## config.mk

```make
export PLATFORM = sky130hd
export DESIGN_NAME = core_top
export DESIGN_NICKNAME = d
export VERILOG_FILES = /design/src/core_pkg.sv /design/src/core_reset_ctrl.sv /design/src/core_top.sv /design/src/dataslot_read_ctrl.sv /design/src/rtc_seconds.sv /design/src/video_out.sv
export SDC_FILE = /design/constraint.sdc
export NUM_CORES = 1
export LEC_CHECK = 0
export BUFFER_PORTS_ARGS = -buffer_cell sky130_fd_sc_hd__buf_4
export CAP_MARGIN = 20
export CELL_PAD_IN_SITES_DETAIL_PLACEMENT = 1
export CELL_PAD_IN_SITES_GLOBAL_PLACEMENT = 2
export CORE_ASPECT_RATIO = 1.4
export CORE_MARGIN = 2
export CORE_UTILIZATION = 28
export CTS_CLUSTER_SIZE = 25
export DETAILED_ROUTE_END_ITERATION = 6
export GPL_ROUTABILITY_DRIVEN = 0
export PLACE_DENSITY_LB_ADDON = 0.3
export SLEW_MARGIN = 10
export SYNTH_ARGS = -nofsm -noshare
export SYNTH_HDL_FRONTEND = slang
export SYNTH_SLANG_ARGS = --single-unit
```

## constraint.sdc

```tcl
create_clock -name clk_sys_57_12 -period 3.6 [get_ports clk_sys_57_12]
set_clock_uncertainty 0.2 [all_clocks]
set_input_delay 0.72 -clock clk_sys_57_12 [delete_from_list [all_inputs] [get_ports clk_sys_57_12]]
set_output_delay 0.72 -clock clk_sys_57_12 [all_outputs]
set_load 0.01 [all_outputs]
```

## src/core_pkg.sv

```systemverilog
////////////////////
// core glue package
// shared widths, bridge register map, pixel types and
// the opcode enum for the reset registers
////////////////////

package core_pkg;

  ////////////////////
  // bridge bus

  localparam int bridge_addr_w = 32;

  // reset registers, one word each
  localparam logic [bridge_addr_w-1:0] reset_reg_base = 32'h1000_0000;
  localparam logic [bridge_addr_w-1:0] reset_plus_addr = reset_reg_base + 32'd4;

  typedef enum logic [1:0] {
    reg_menu_reset,
    reg_reset_plus,
    reg_none
  } reset_reg_e;

  ////////////////////
  // reset timing

  localparam int menu_reset_len = 15;
  localparam int menu_cnt_w = $clog2(menu_reset_len + 1);
  localparam int reset_hold_cycles = 65535;
  localparam int hold_cnt_w = $clog2(reset_hold_cycles + 1);

  // face_start in the controller key bitmap
  localparam int start_key_bit = 15;

  ////////////////////
  // rtc, data slots, video

  localparam int clks_per_second = 57_120_000;

  localparam int read_stretch_cycles = 7;
  localparam int stretch_cnt_w = $clog2(read_stretch_cycles + 1);

  localparam int datatable_addr_w = 10;

  typedef logic [15:0] rgb565_t;
  typedef logic [23:0] rgb888_t;

endpackage

```

## src/core_reset_ctrl.sv

```systemverilog
////////////////////
// core reset control
// bridge reset registers, start button sync and the
// long core reset hold, plus the download hold
////////////////////

`timescale 1ns/1ps

module core_reset_ctrl import core_pkg::*; (
  input  logic                     clk_sys_57_12,
  input  logic                     reset,
  input  logic                     host_reset_n,
  input  logic [bridge_addr_w-1:0] bridge_addr,
  input  logic                     bridge_wr,
  input  logic [bridge_addr_w-1:0] bridge_wr_data,
  input  logic                     start_key,
  input  logic                     dataslot_requestwrite,
  input  logic                     dataslot_allcomplete,
  output logic                     core_reset
);

  reset_reg_e              reg_sel;
  logic [menu_cnt_w-1:0]   menu_cnt;
  logic                    enable_reset_plus;
  logic [1:0]              start_sync;
  logic                    reset_trigger;
  logic                    trigger_q;
  logic [hold_cnt_w-1:0]   hold_cnt;
  logic                    download;

  // bridge write decode
  always_comb begin
    reg_sel = reg_none;
    if (bridge_wr) begin
      if (bridge_addr == reset_reg_base) reg_sel = reg_menu_reset;
      else if (bridge_addr == reset_plus_addr) reg_sel = reg_reset_plus;
    end
  end

  ////////////////////
  // bridge registers

  always_ff @(posedge clk_sys_57_12) begin
    if (reset) begin
      menu_cnt          <= '0;
      enable_reset_plus <= 1'b0;
    end else begin
      if (reg_sel == reg_menu_reset) menu_cnt <= menu_cnt_w'(menu_reset_len);
      else if (menu_cnt != '0) menu_cnt <= menu_cnt - 1'b1;
      if (reg_sel == reg_reset_plus) enable_reset_plus <= bridge_wr_data[0];
    end
  end

  // start key comes straight from the pad
  always_ff @(posedge clk_sys_57_12) begin
    if (reset) start_sync <= '0;
    else start_sync <= {start_sync[0], start_key};
  end

  assign reset_trigger = (menu_cnt == menu_cnt_w'(1)) || (start_sync[1] && enable_reset_plus);

  ////////////////////
  // hold timer and download flag

  always_ff @(posedge clk_sys_57_12) begin
    if (reset) begin
      trigger_q <= 1'b0;
      hold_cnt  <= '0;
      download  <= 1'b0;
    end else begin
      trigger_q <= reset_trigger;
      // only the rising edge restarts the hold
      if (reset_trigger && !trigger_q) hold_cnt <= hold_cnt_w'(reset_hold_cycles);
      else if (hold_cnt != '0) hold_cnt <= hold_cnt - 1'b1;
      if (dataslot_requestwrite) download <= 1'b1;
      else if (dataslot_allcomplete) download <= 1'b0;
    end
  end

  // system reset also holds the core
  assign core_reset = reset || !host_reset_n || download || (hold_cnt != '0);

  a_no_reload_while_held: assert property (@(posedge clk_sys_57_12) disable iff (reset)
    (reset_trigger && trigger_q) |=> hold_cnt != hold_cnt_w'(reset_hold_cycles));

endmodule

```

## src/core_top.sv

```systemverilog
////////////////////
// core top level
// reset control, rtc, data slot glue and video output
////////////////////

`timescale 1ns/1ps

module core_top import core_pkg::*; #(
  parameter int CLKS_PER_SEC = clks_per_second
) (
  input  logic                        clk_sys_57_12,
  input  logic                        reset,
  input  logic                        host_reset_n,
  input  logic [bridge_addr_w-1:0]    bridge_addr,
  input  logic                        bridge_wr,
  input  logic [bridge_addr_w-1:0]    bridge_wr_data,
  input  logic [31:0]                 cont1_key,
  input  logic                        dataslot_requestwrite,
  input  logic                        dataslot_allcomplete,
  input  logic                        rtc_valid,
  input  logic [bridge_addr_w-1:0]    rtc_epoch_seconds,
  input  logic                        core_request_read,
  input  logic [bridge_addr_w-1:0]    ram_data_address,
  input  logic [15:0]                 target_dataslot_id,
  input  logic [bridge_addr_w-1:0]    datatable_q,
  input  logic                        target_dataslot_done,
  input  rgb565_t                     rgb565,
  input  logic                        hsync,
  input  logic                        vsync,
  input  logic                        de,
  output logic                        core_reset,
  output logic [bridge_addr_w-1:0]    unix_seconds,
  output logic                        target_dataslot_read,
  output logic [bridge_addr_w-1:0]    bridge_ram_address,
  output logic [datatable_addr_w-1:0] datatable_addr,
  output logic [bridge_addr_w-1:0]    active_file_size,
  output logic                        complete_trigger,
  output rgb888_t                     video_rgb,
  output logic                        video_hs,
  output logic                        video_vs,
  output logic                        video_de
);

  core_reset_ctrl reset_ctrl_i (
    .clk_sys_57_12, .reset, .host_reset_n, .bridge_addr, .bridge_wr, .bridge_wr_data,
    .start_key(cont1_key[start_key_bit]),
    .dataslot_requestwrite, .dataslot_allcomplete, .core_reset
  );

  rtc_seconds #(.CLKS_PER_SEC(CLKS_PER_SEC)) rtc_i (
    .clk_sys_57_12, .reset, .rtc_valid, .rtc_epoch_seconds, .unix_seconds
  );

  dataslot_read_ctrl dataslot_i (
    .clk_sys_57_12, .reset, .core_request_read, .ram_data_address, .target_dataslot_id,
    .datatable_q, .target_dataslot_done, .target_dataslot_read, .bridge_ram_address,
    .datatable_addr, .active_file_size, .complete_trigger
  );

  video_out video_i (
    .clk_sys_57_12, .reset, .rgb565, .hsync, .vsync, .de,
    .video_rgb, .video_hs, .video_vs, .video_de
  );

endmodule

```

## src/dataslot_read_ctrl.sv

```systemverilog
////////////////////
// data slot read glue
// stretches the read request, latches the ram address,
// fetches the slot file size and pulses on completion
////////////////////

`timescale 1ns/1ps

module dataslot_read_ctrl import core_pkg::*; (
  input  logic                        clk_sys_57_12,
  input  logic                        reset,
  input  logic                        core_request_read,
  input  logic [bridge_addr_w-1:0]    ram_data_address,
  input  logic [15:0]                 target_dataslot_id,
  input  logic [bridge_addr_w-1:0]    datatable_q,
  input  logic                        target_dataslot_done,
  output logic                        target_dataslot_read,
  output logic [bridge_addr_w-1:0]    bridge_ram_address,
  output logic [datatable_addr_w-1:0] datatable_addr,
  output logic [bridge_addr_w-1:0]    active_file_size,
  output logic                        complete_trigger
);

  logic                     request_q;
  logic [stretch_cnt_w-1:0] stretch_cnt;
  logic                     done_q;

  ////////////////////
  // read strobe stretch

  always_ff @(posedge clk_sys_57_12) begin
    if (reset) begin
      request_q   <= 1'b0;
      stretch_cnt <= '0;
    end else begin
      request_q <= core_request_read;
      if (core_request_read && !request_q) stretch_cnt <= stretch_cnt_w'(read_stretch_cycles);
      else if (stretch_cnt != '0) stretch_cnt <= stretch_cnt - 1'b1;
    end
  end

  assign target_dataslot_read = (stretch_cnt != '0);

  // destination address, held between requests
  always_ff @(posedge clk_sys_57_12) begin
    if (core_request_read) bridge_ram_address <= ram_data_address;
    active_file_size <= datatable_q;
  end

  // size lives in the odd word of each slot entry
  always_ff @(posedge clk_sys_57_12) begin
    if (reset) begin
      datatable_addr   <= '0;
      done_q           <= 1'b0;
      complete_trigger <= 1'b0;
    end else begin
      datatable_addr   <= {target_dataslot_id[datatable_addr_w-2:0], 1'b1};
      done_q           <= target_dataslot_done;
      complete_trigger <= target_dataslot_done && !done_q;
    end
  end

  a_single_complete: assert property (@(posedge clk_sys_57_12) disable iff (reset)
    complete_trigger |=> !complete_trigger);

endmodule

```

## src/rtc_seconds.sv

```systemverilog
////////////////////
// rtc seconds counter
// free running unix seconds, loaded from the host epoch
////////////////////

`timescale 1ns/1ps

module rtc_seconds import core_pkg::*; #(
  parameter int CLKS_PER_SEC = clks_per_second
) (
  input  logic                     clk_sys_57_12,
  input  logic                     reset,
  input  logic                     rtc_valid,
  input  logic [bridge_addr_w-1:0] rtc_epoch_seconds,
  output logic [bridge_addr_w-1:0] unix_seconds
);

  logic                     valid_q;
  logic                     valid_rise;
  logic [bridge_addr_w-1:0] tick_cnt;

  assign valid_rise = rtc_valid && !valid_q;

  always_ff @(posedge clk_sys_57_12) begin
    if (reset) begin
      valid_q      <= 1'b0;
      tick_cnt     <= '0;
      unix_seconds <= '0;
    end else begin
      valid_q <= rtc_valid;
      if (valid_rise) begin
        // fresh epoch from the host
        unix_seconds <= rtc_epoch_seconds;
        tick_cnt     <= bridge_addr_w'(CLKS_PER_SEC);
      end else if (tick_cnt != '0) begin
        tick_cnt <= tick_cnt - 1'b1;
      end else begin
        // one second elapsed
        tick_cnt     <= bridge_addr_w'(CLKS_PER_SEC);
        unix_seconds <= unix_seconds + 1'b1;
      end
    end
  end

endmodule

```

## src/video_out.sv

```systemverilog
////////////////////
// video output stage
// rgb565 to rgb888, sync delay, blanking and de widening
////////////////////

`timescale 1ns/1ps

module video_out import core_pkg::*; (
  input  logic    clk_sys_57_12,
  input  logic    reset,
  input  rgb565_t rgb565,
  input  logic    hsync,
  input  logic    vsync,
  input  logic    de,
  output rgb888_t video_rgb,
  output logic    video_hs,
  output logic    video_vs,
  output logic    video_de
);

  rgb888_t    rgb888;
  rgb888_t    rgb_q;
  logic [2:0] de_hist;

  // replicate the top bits into the low end of each channel
  assign rgb888 = {rgb565[15:11], rgb565[15:13],
                   rgb565[10:5],  rgb565[10:9],
                   rgb565[4:0],   rgb565[4:2]};

  ////////////////////
  // one cycle delay

  always_ff @(posedge clk_sys_57_12) begin
    rgb_q <= rgb888;
  end

  always_ff @(posedge clk_sys_57_12) begin
    if (reset) begin
      video_hs <= 1'b0;
      video_vs <= 1'b0;
      de_hist  <= '0;
    end else begin
      video_hs <= hsync;
      video_vs <= vsync;
      de_hist  <= {de_hist[1:0], de};
    end
  end

  // black outside the delayed de
  assign video_rgb = de_hist[0] ? rgb_q : '0;

  // trailing de cycles give a black border column
  assign video_de = de || (de_hist != '0);

  a_blank_outside_de: assert property (@(posedge clk_sys_57_12) disable iff (reset)
    !$past(de) |-> video_rgb == '0);

endmodule
```

After elaboration in Yosys (flattened, before gate mapping)

Index checks and enable logic that the tools add are counted.

Logic and storage cells: 76
Output and inout bits: 136
Register bits: 199
Input bits: 236

Bitwise operators: 1
Multiplexer cells: 17
Equality and inequality tests: 5
Add/subtract/negate cells: 5
Reductions and logical operators: 26

Operator list:

| operator                                            | count |
|---|---|
| == test 32 x 29 -> 1 bit (second input constant)    | 2 |
| two-way mux 32 bit                                  | 2 |
| two-way mux 26 bit                                  | 2 |
| adder 32 x 1 -> 32 bit (second input constant)      | 1 |
| two-way mux 16 bit                                  | 2 |
| nonzero test 32 bit                                 | 1 |
| subtractor 32 x 1 -> 32 bit (second input constant) | 1 |
| two-way mux 24 bit                                  | 1 |
| nonzero test 16 bit                                 | 1 |
| subtractor 16 x 1 -> 16 bit (second input constant) | 1 |
| two-way mux 4 bit                                   | 2 |
| nonzero test 2 bit                                  | 4 |
| two-way mux 2 bit                                   | 3 |
| two-way mux 3 bit                                   | 2 |
| nonzero test 3 bit                                  | 2 |
| logical AND 1 bit                                   | 5 |
| logical NOT 1 bit                                   | 5 |
| logical OR 1 bit                                    | 5 |
| == test 4 x 1 -> 1 bit (second input constant)      | 1 |
| nonzero test 4 bit                                  | 1 |
| subtractor 4 x 1 -> 4 bit (second input constant)   | 1 |
| two-way mux 1 bit                                   | 3 |
| OR reduction 3 bit                                  | 1 |
| subtractor 3 x 1 -> 3 bit (second input constant)   | 1 |
| 4 further kinds                                     | 4 |

Logic depth before layout (Yosys ltp)

Depth in word-level cells: 6
Mapped depth: 9

By module

A second synthesis with hierarchy kept.

Cells, all modules: 747
Area, all modules: 7597.3 sq um

By module, submodules not included:

| module             | cells an instance | sequential area each (sq um) | area an instance (sq um) | instances |
|---|---|---|---|---|
| rtc_seconds        | 430               | 1301.2                       | 3497.1                   | 1 |
| dataslot_read_ctrl | 110               | 1921.8                       | 2139.6                   | 1 |
| core_reset_ctrl    | 155               | 500.5                        | 1336.3                   | 1 |
| video_out          | 52                | 420.4                        | 624.3                    | 1 |

Worst setup path after synthesis

Ideal clock, no wire load.

Kind: register -> output
Start point: register reset_ctrl_i.hold_cnt[3]
End point: output port core_reset
Buffers on the path: 1
Stages on the path, launching flop included: 6
Path slack: 1.060 ns
Arrival time: 1.620 ns
Cell sequence: dfxtp_1 > or4_1 > clkbuf_2 > or3_1 > nor3_1 > nand3_1

Word-level cells in the longest chain between the ends: 2

RTL lines:

| item                   | RTL line              | RTL |
|---|---|---|
| start, declared        | core_reset_ctrl.sv:28 | `logic [hold_cnt_w-1:0] hold_cnt;` |
| start signal, assigned | core_reset_ctrl.sv:73 | `if (reset_trigger && !trigger_q) hold_cnt <= hold_cnt_w'(reset_hold_cycles);` |
| start signal, assigned | core_reset_ctrl.sv:74 | `else if (hold_cnt != '0) hold_cnt <= hold_cnt - 1'b1;` |
| nonzero test 16 bit    | core_reset_ctrl.sv:81 | `assign core_reset = reset \|\| !host_reset_n \|\| download \|\| (hold_cnt != '0);` |
| logical OR 1 bit       | core_reset_ctrl.sv:81 |  |
| end, declared          | core_top.sv:31        | `output logic core_reset,` |

No other way between the ends.

Final worst setup path

Same ends and word-level chain as after synthesis.

==> key figures <==
Status
  – Status: complete, no violations

Setup path
  – Crit path capture type: primary output
  – CP arrival: 2370 ps
  – FF-to-FF setup slack: 830 ps
  – R2R depth: 6
  – FF-to-FF End: rtc_i.unix_seconds[31]$_SDFFE_PP0P_
  – CP startpoint: reset_ctrl_i.hold_cnt[3]$_SDFFE_PP0P_
  – Peak fanout along the critical path: 8
  – CP Capture Point: core_reset
  – Crit path launch type: register
  – R2r startpoint: rtc_i.unix_seconds[7]$_SDFFE_PP0P_
  – Worst endpoint required time: 2680 ps
  – Setup CP Type: reg -> out

Global route
  – Pin count of the biggest net entering global routing: 61
  – GRT overflow: 0
  – Initial antenna violation count: 0
  – Vias in the first global route: 6754
  – First-pass GRT wire length: 36.1 mm
  – GRT Total Usage: 0.165

Clock network
  – Number of H-tree levels: 4
  – Skew-Pair Late Insertion Delay: 440 ps
  – Clock sink count: 191
  – # Post-CTS Setup Buffers: 0
  – Post-CTS sizing: 0
  – TritonCTS Buffers: 17
  – Worst-path clk slew: 80 ps
  – Clock buffer depth: 2
  – CTS tree: yes
  – Clock root cell: clkbuf_16
  – Post-CTS Hold Fix Bufs: 0

Routing
  – # DRC: 0
  – Initial drt markers: 185
  – Wirelength, routed: 24.1 mm
  – WL met3: 1.13 mm
  – Routed length on met2: 12.4 mm
  – M1 WL: 9.95 mm
  – Max layer used: met4
  – Drt pass-1 iters: 4
  – Post-DRT Antenna Nets: 0
  – Vias/cell: 4.91
  – Routed WL per cell: 17.6 µm
  – Via count: 6734

STA
  – Setup TNS Final: 0 ps
  – Actual slew at the worst max-slew pin: 875 ps
  – Max Slew Vio Count: 0
  – Final period util: 0.914
  – Min Tclk post-route: 3290 ps
  – Slew Limit Headroom: 0.415
  – Unrepaired setup endpoints after global routing: false
  – F_max: 0.304 GHz
  – Setup violations, final: 0
  – Hold_ws: 171 ps
  – Final-report hold violation count: 0

Floorplan
  – Row count: 70
  – Core area: 0.0263 mm²
  – Die area: 0.0281 mm²
  – Die height: 198 µm
  – Starting Density: 0.285
  – Die width: 142 µm
  – # IOs: 372

Logic synthesis
  – Ys async rst share: 0
  – Netlist cell types: 56
  – Prevailing post-synth register cell: dfxtp_1
  – Synth top area cells: dfxtp_1 42%, edfxtp_1 13%, o21ai_0 3.0%
  – Top cell type's share of synthesized area: 0.424
  – Mapped Nets: 992
  – Area leader, netlist: dfxtp_1
  – Seq/Total Area, Yosys: 0.553
  – Mapped Avg Cell Area: 10.1 µm²
  – Cell count after synthesis: 746
  – Yosys warning count: 0
  – Mapped Area: 0.00750 mm²
  – Post-synth EDFFs: 32
  – #FFs+latches synth: 191

Pwr
  – Power, Total: 5.94 mW
  – Lkg Pwr: 4.38 nW
  – PD cells: 557 mW/mm²
  – VDD IR-drop max: 0.000365 V

Min path
  – Hold wc startpoint: datatable_q[4]
  – HP Class: in -> reg

Finish
  – Share of cells above drive strength 1: 0.349
  – # nets final: 1280
  – Area Overhead vs Synth: 42.2%
  – N_diodes: 0
  – Fillers: 3037
  – Layout Utilization: 0.406
  – Finished Cell Area: 0.0107 mm²

Placed design
  – PortBufs: 302
  – Placement Cell Area: 0.0100 mm²
  – Post-DP HPWL: 18.1 mm

Run
  – Max_cap viols: 0
## synth_stat cells (all sizes together), types with 2 or more instances
cell	n
a31oi	21
o31a	2
nor2b	25
nor4	27
nor3b	4
nor2	51
nand4b	2
nand3	29
xnor2	25
ha	10
a311oi	2
and4	8
nand4	16
o211a	2
or2	5
buf	16
o31ai	13
dfxtp	159
clkbuf	31
o41ai	2
a21oi	36
o2111ai	3
nor3	29
xor2	13
a211oi	8
inv	12
and3	6
mux2i	2
nand2	28
o21ai	47
or4	20
nand2b	6
a41oi	2
nor4b	3
nand3b	2
or3	20
edfxtp	32
and2	21
## critical path, stage by stage, from the launching register on
cell,delay [ps]
dfxtp_1,360
or4_1,680
or3_1,390
nor3_1,190
nand3_1,120
buf_4,170
## power by group
part | switching [mW] | internal (mW) | total, mW | leakage, nW
logic | 0.705 | 0.627 | 1.33 | 2.44
registers | 0.194 | 2.41 | 2.60 | 1.64
clock network | 0.988 | 1.02 | 2.01 | 0.307
total | 1.89 | 4.05 | 5.94 | 4.38
## stage by stage
step / cells / setup WS [ps]
after CTS: 1371 / 283
after detailed placement: 1339 / 792
after floorplan: 746 / 1060
after global routing: 1371 / 169
final: 1371 / 308
after global placement: 1339 / 805
## metal layers
layer | GRT usage | up-vias
met1 | 0.198 | 3220
li1 | - | 3292
met3 | 0.0393 | 38
met2 | 0.285 | 184
met5 | 0 | -
met4 | 0.0667 | 0
## final cells by class
type | instances | area [µm²] | share of cell area
clock buffers | 17 | 425 | 0.0399
clock inverters | 15 | 203 | 0.0190
inverters | 13 | 48.8 | 0.00458
multi-input cells | 495 | 3070 | 0.288
flip-flops and latches | 191 | 4140 | 0.389
well taps | 324 | 405 | 0.0380
repair buffers | 316 | 2370 | 0.222
## worst min path at each step
| stage | to | cells after the start |
|---|---|---|
| after global placement | dataslot_i.complete_trigger$_SDFF_PP0_ | 1 |
| after detailed placement | dataslot_i.complete_trigger$_SDFF_PP0_ | 1 |
| after CTS | dataslot_i.active_file_size[4]$_DFF_P_ | 1 |
| after global routing | dataslot_i.active_file_size[4]$_DFF_P_ | 1 |
| after floorplan | dataslot_i.complete_trigger$_SDFF_PP0_ | 1 |
| final | dataslot_i.active_file_size[4]$_DFF_P_ | 1 |
## flip-flops by register name, indices dropped and copies added, names as in the netlist, 2 cells and up
name and cells:
dataslot_i.active_file_size 32, dataslot_i.bridge_ram_address 32, rtc_i.tick_cnt 32, rtc_i.unix_seconds 32
reset_ctrl_i.hold_cnt 16, video_i.rgb_q 16, dataslot_i.datatable_addr 10, reset_ctrl_i.menu_cnt 4
dataslot_i.stretch_cnt 3, video_i.de_hist 3, reset_ctrl_i.start_sync 2
## layout by cell type, fill, tap and decap left out, drive strengths merged, types with 3 or more instances in the layout
cell / count
buf: 316
dfxtp: 159
nor2: 51
o21ai: 47
a21oi: 36
edfxtp: 32
nand3: 29
nor3: 29
nand2: 28
nor4: 27
nor2b: 25
xnor2: 25
inv: 22
and2: 21
a31oi: 21
or3: 20
or4: 20
clkbuf: 17
nand4: 16
xor2: 13
o31ai: 13
ha: 10
a211oi: 8
and4: 8
nand2b: 6
and3: 6
or2: 5
clkinv: 5
nor3b: 4
o2111ai: 3
nor4b: 3
## cell families (layout without fill, tap and decap cells)
kind of cell	Yosys count	in the layout	synth area share
flops	191	191	0.553
fa+ha+maj	10	10	0.0167
xor+xnor	38	38	0.0444
mux	2	2	0.00267
buf+inv	60	361	0.0387
simple gates	302	302	0.229
compound gates	143	143	0.116
Power figures use the tool's default switching activity.
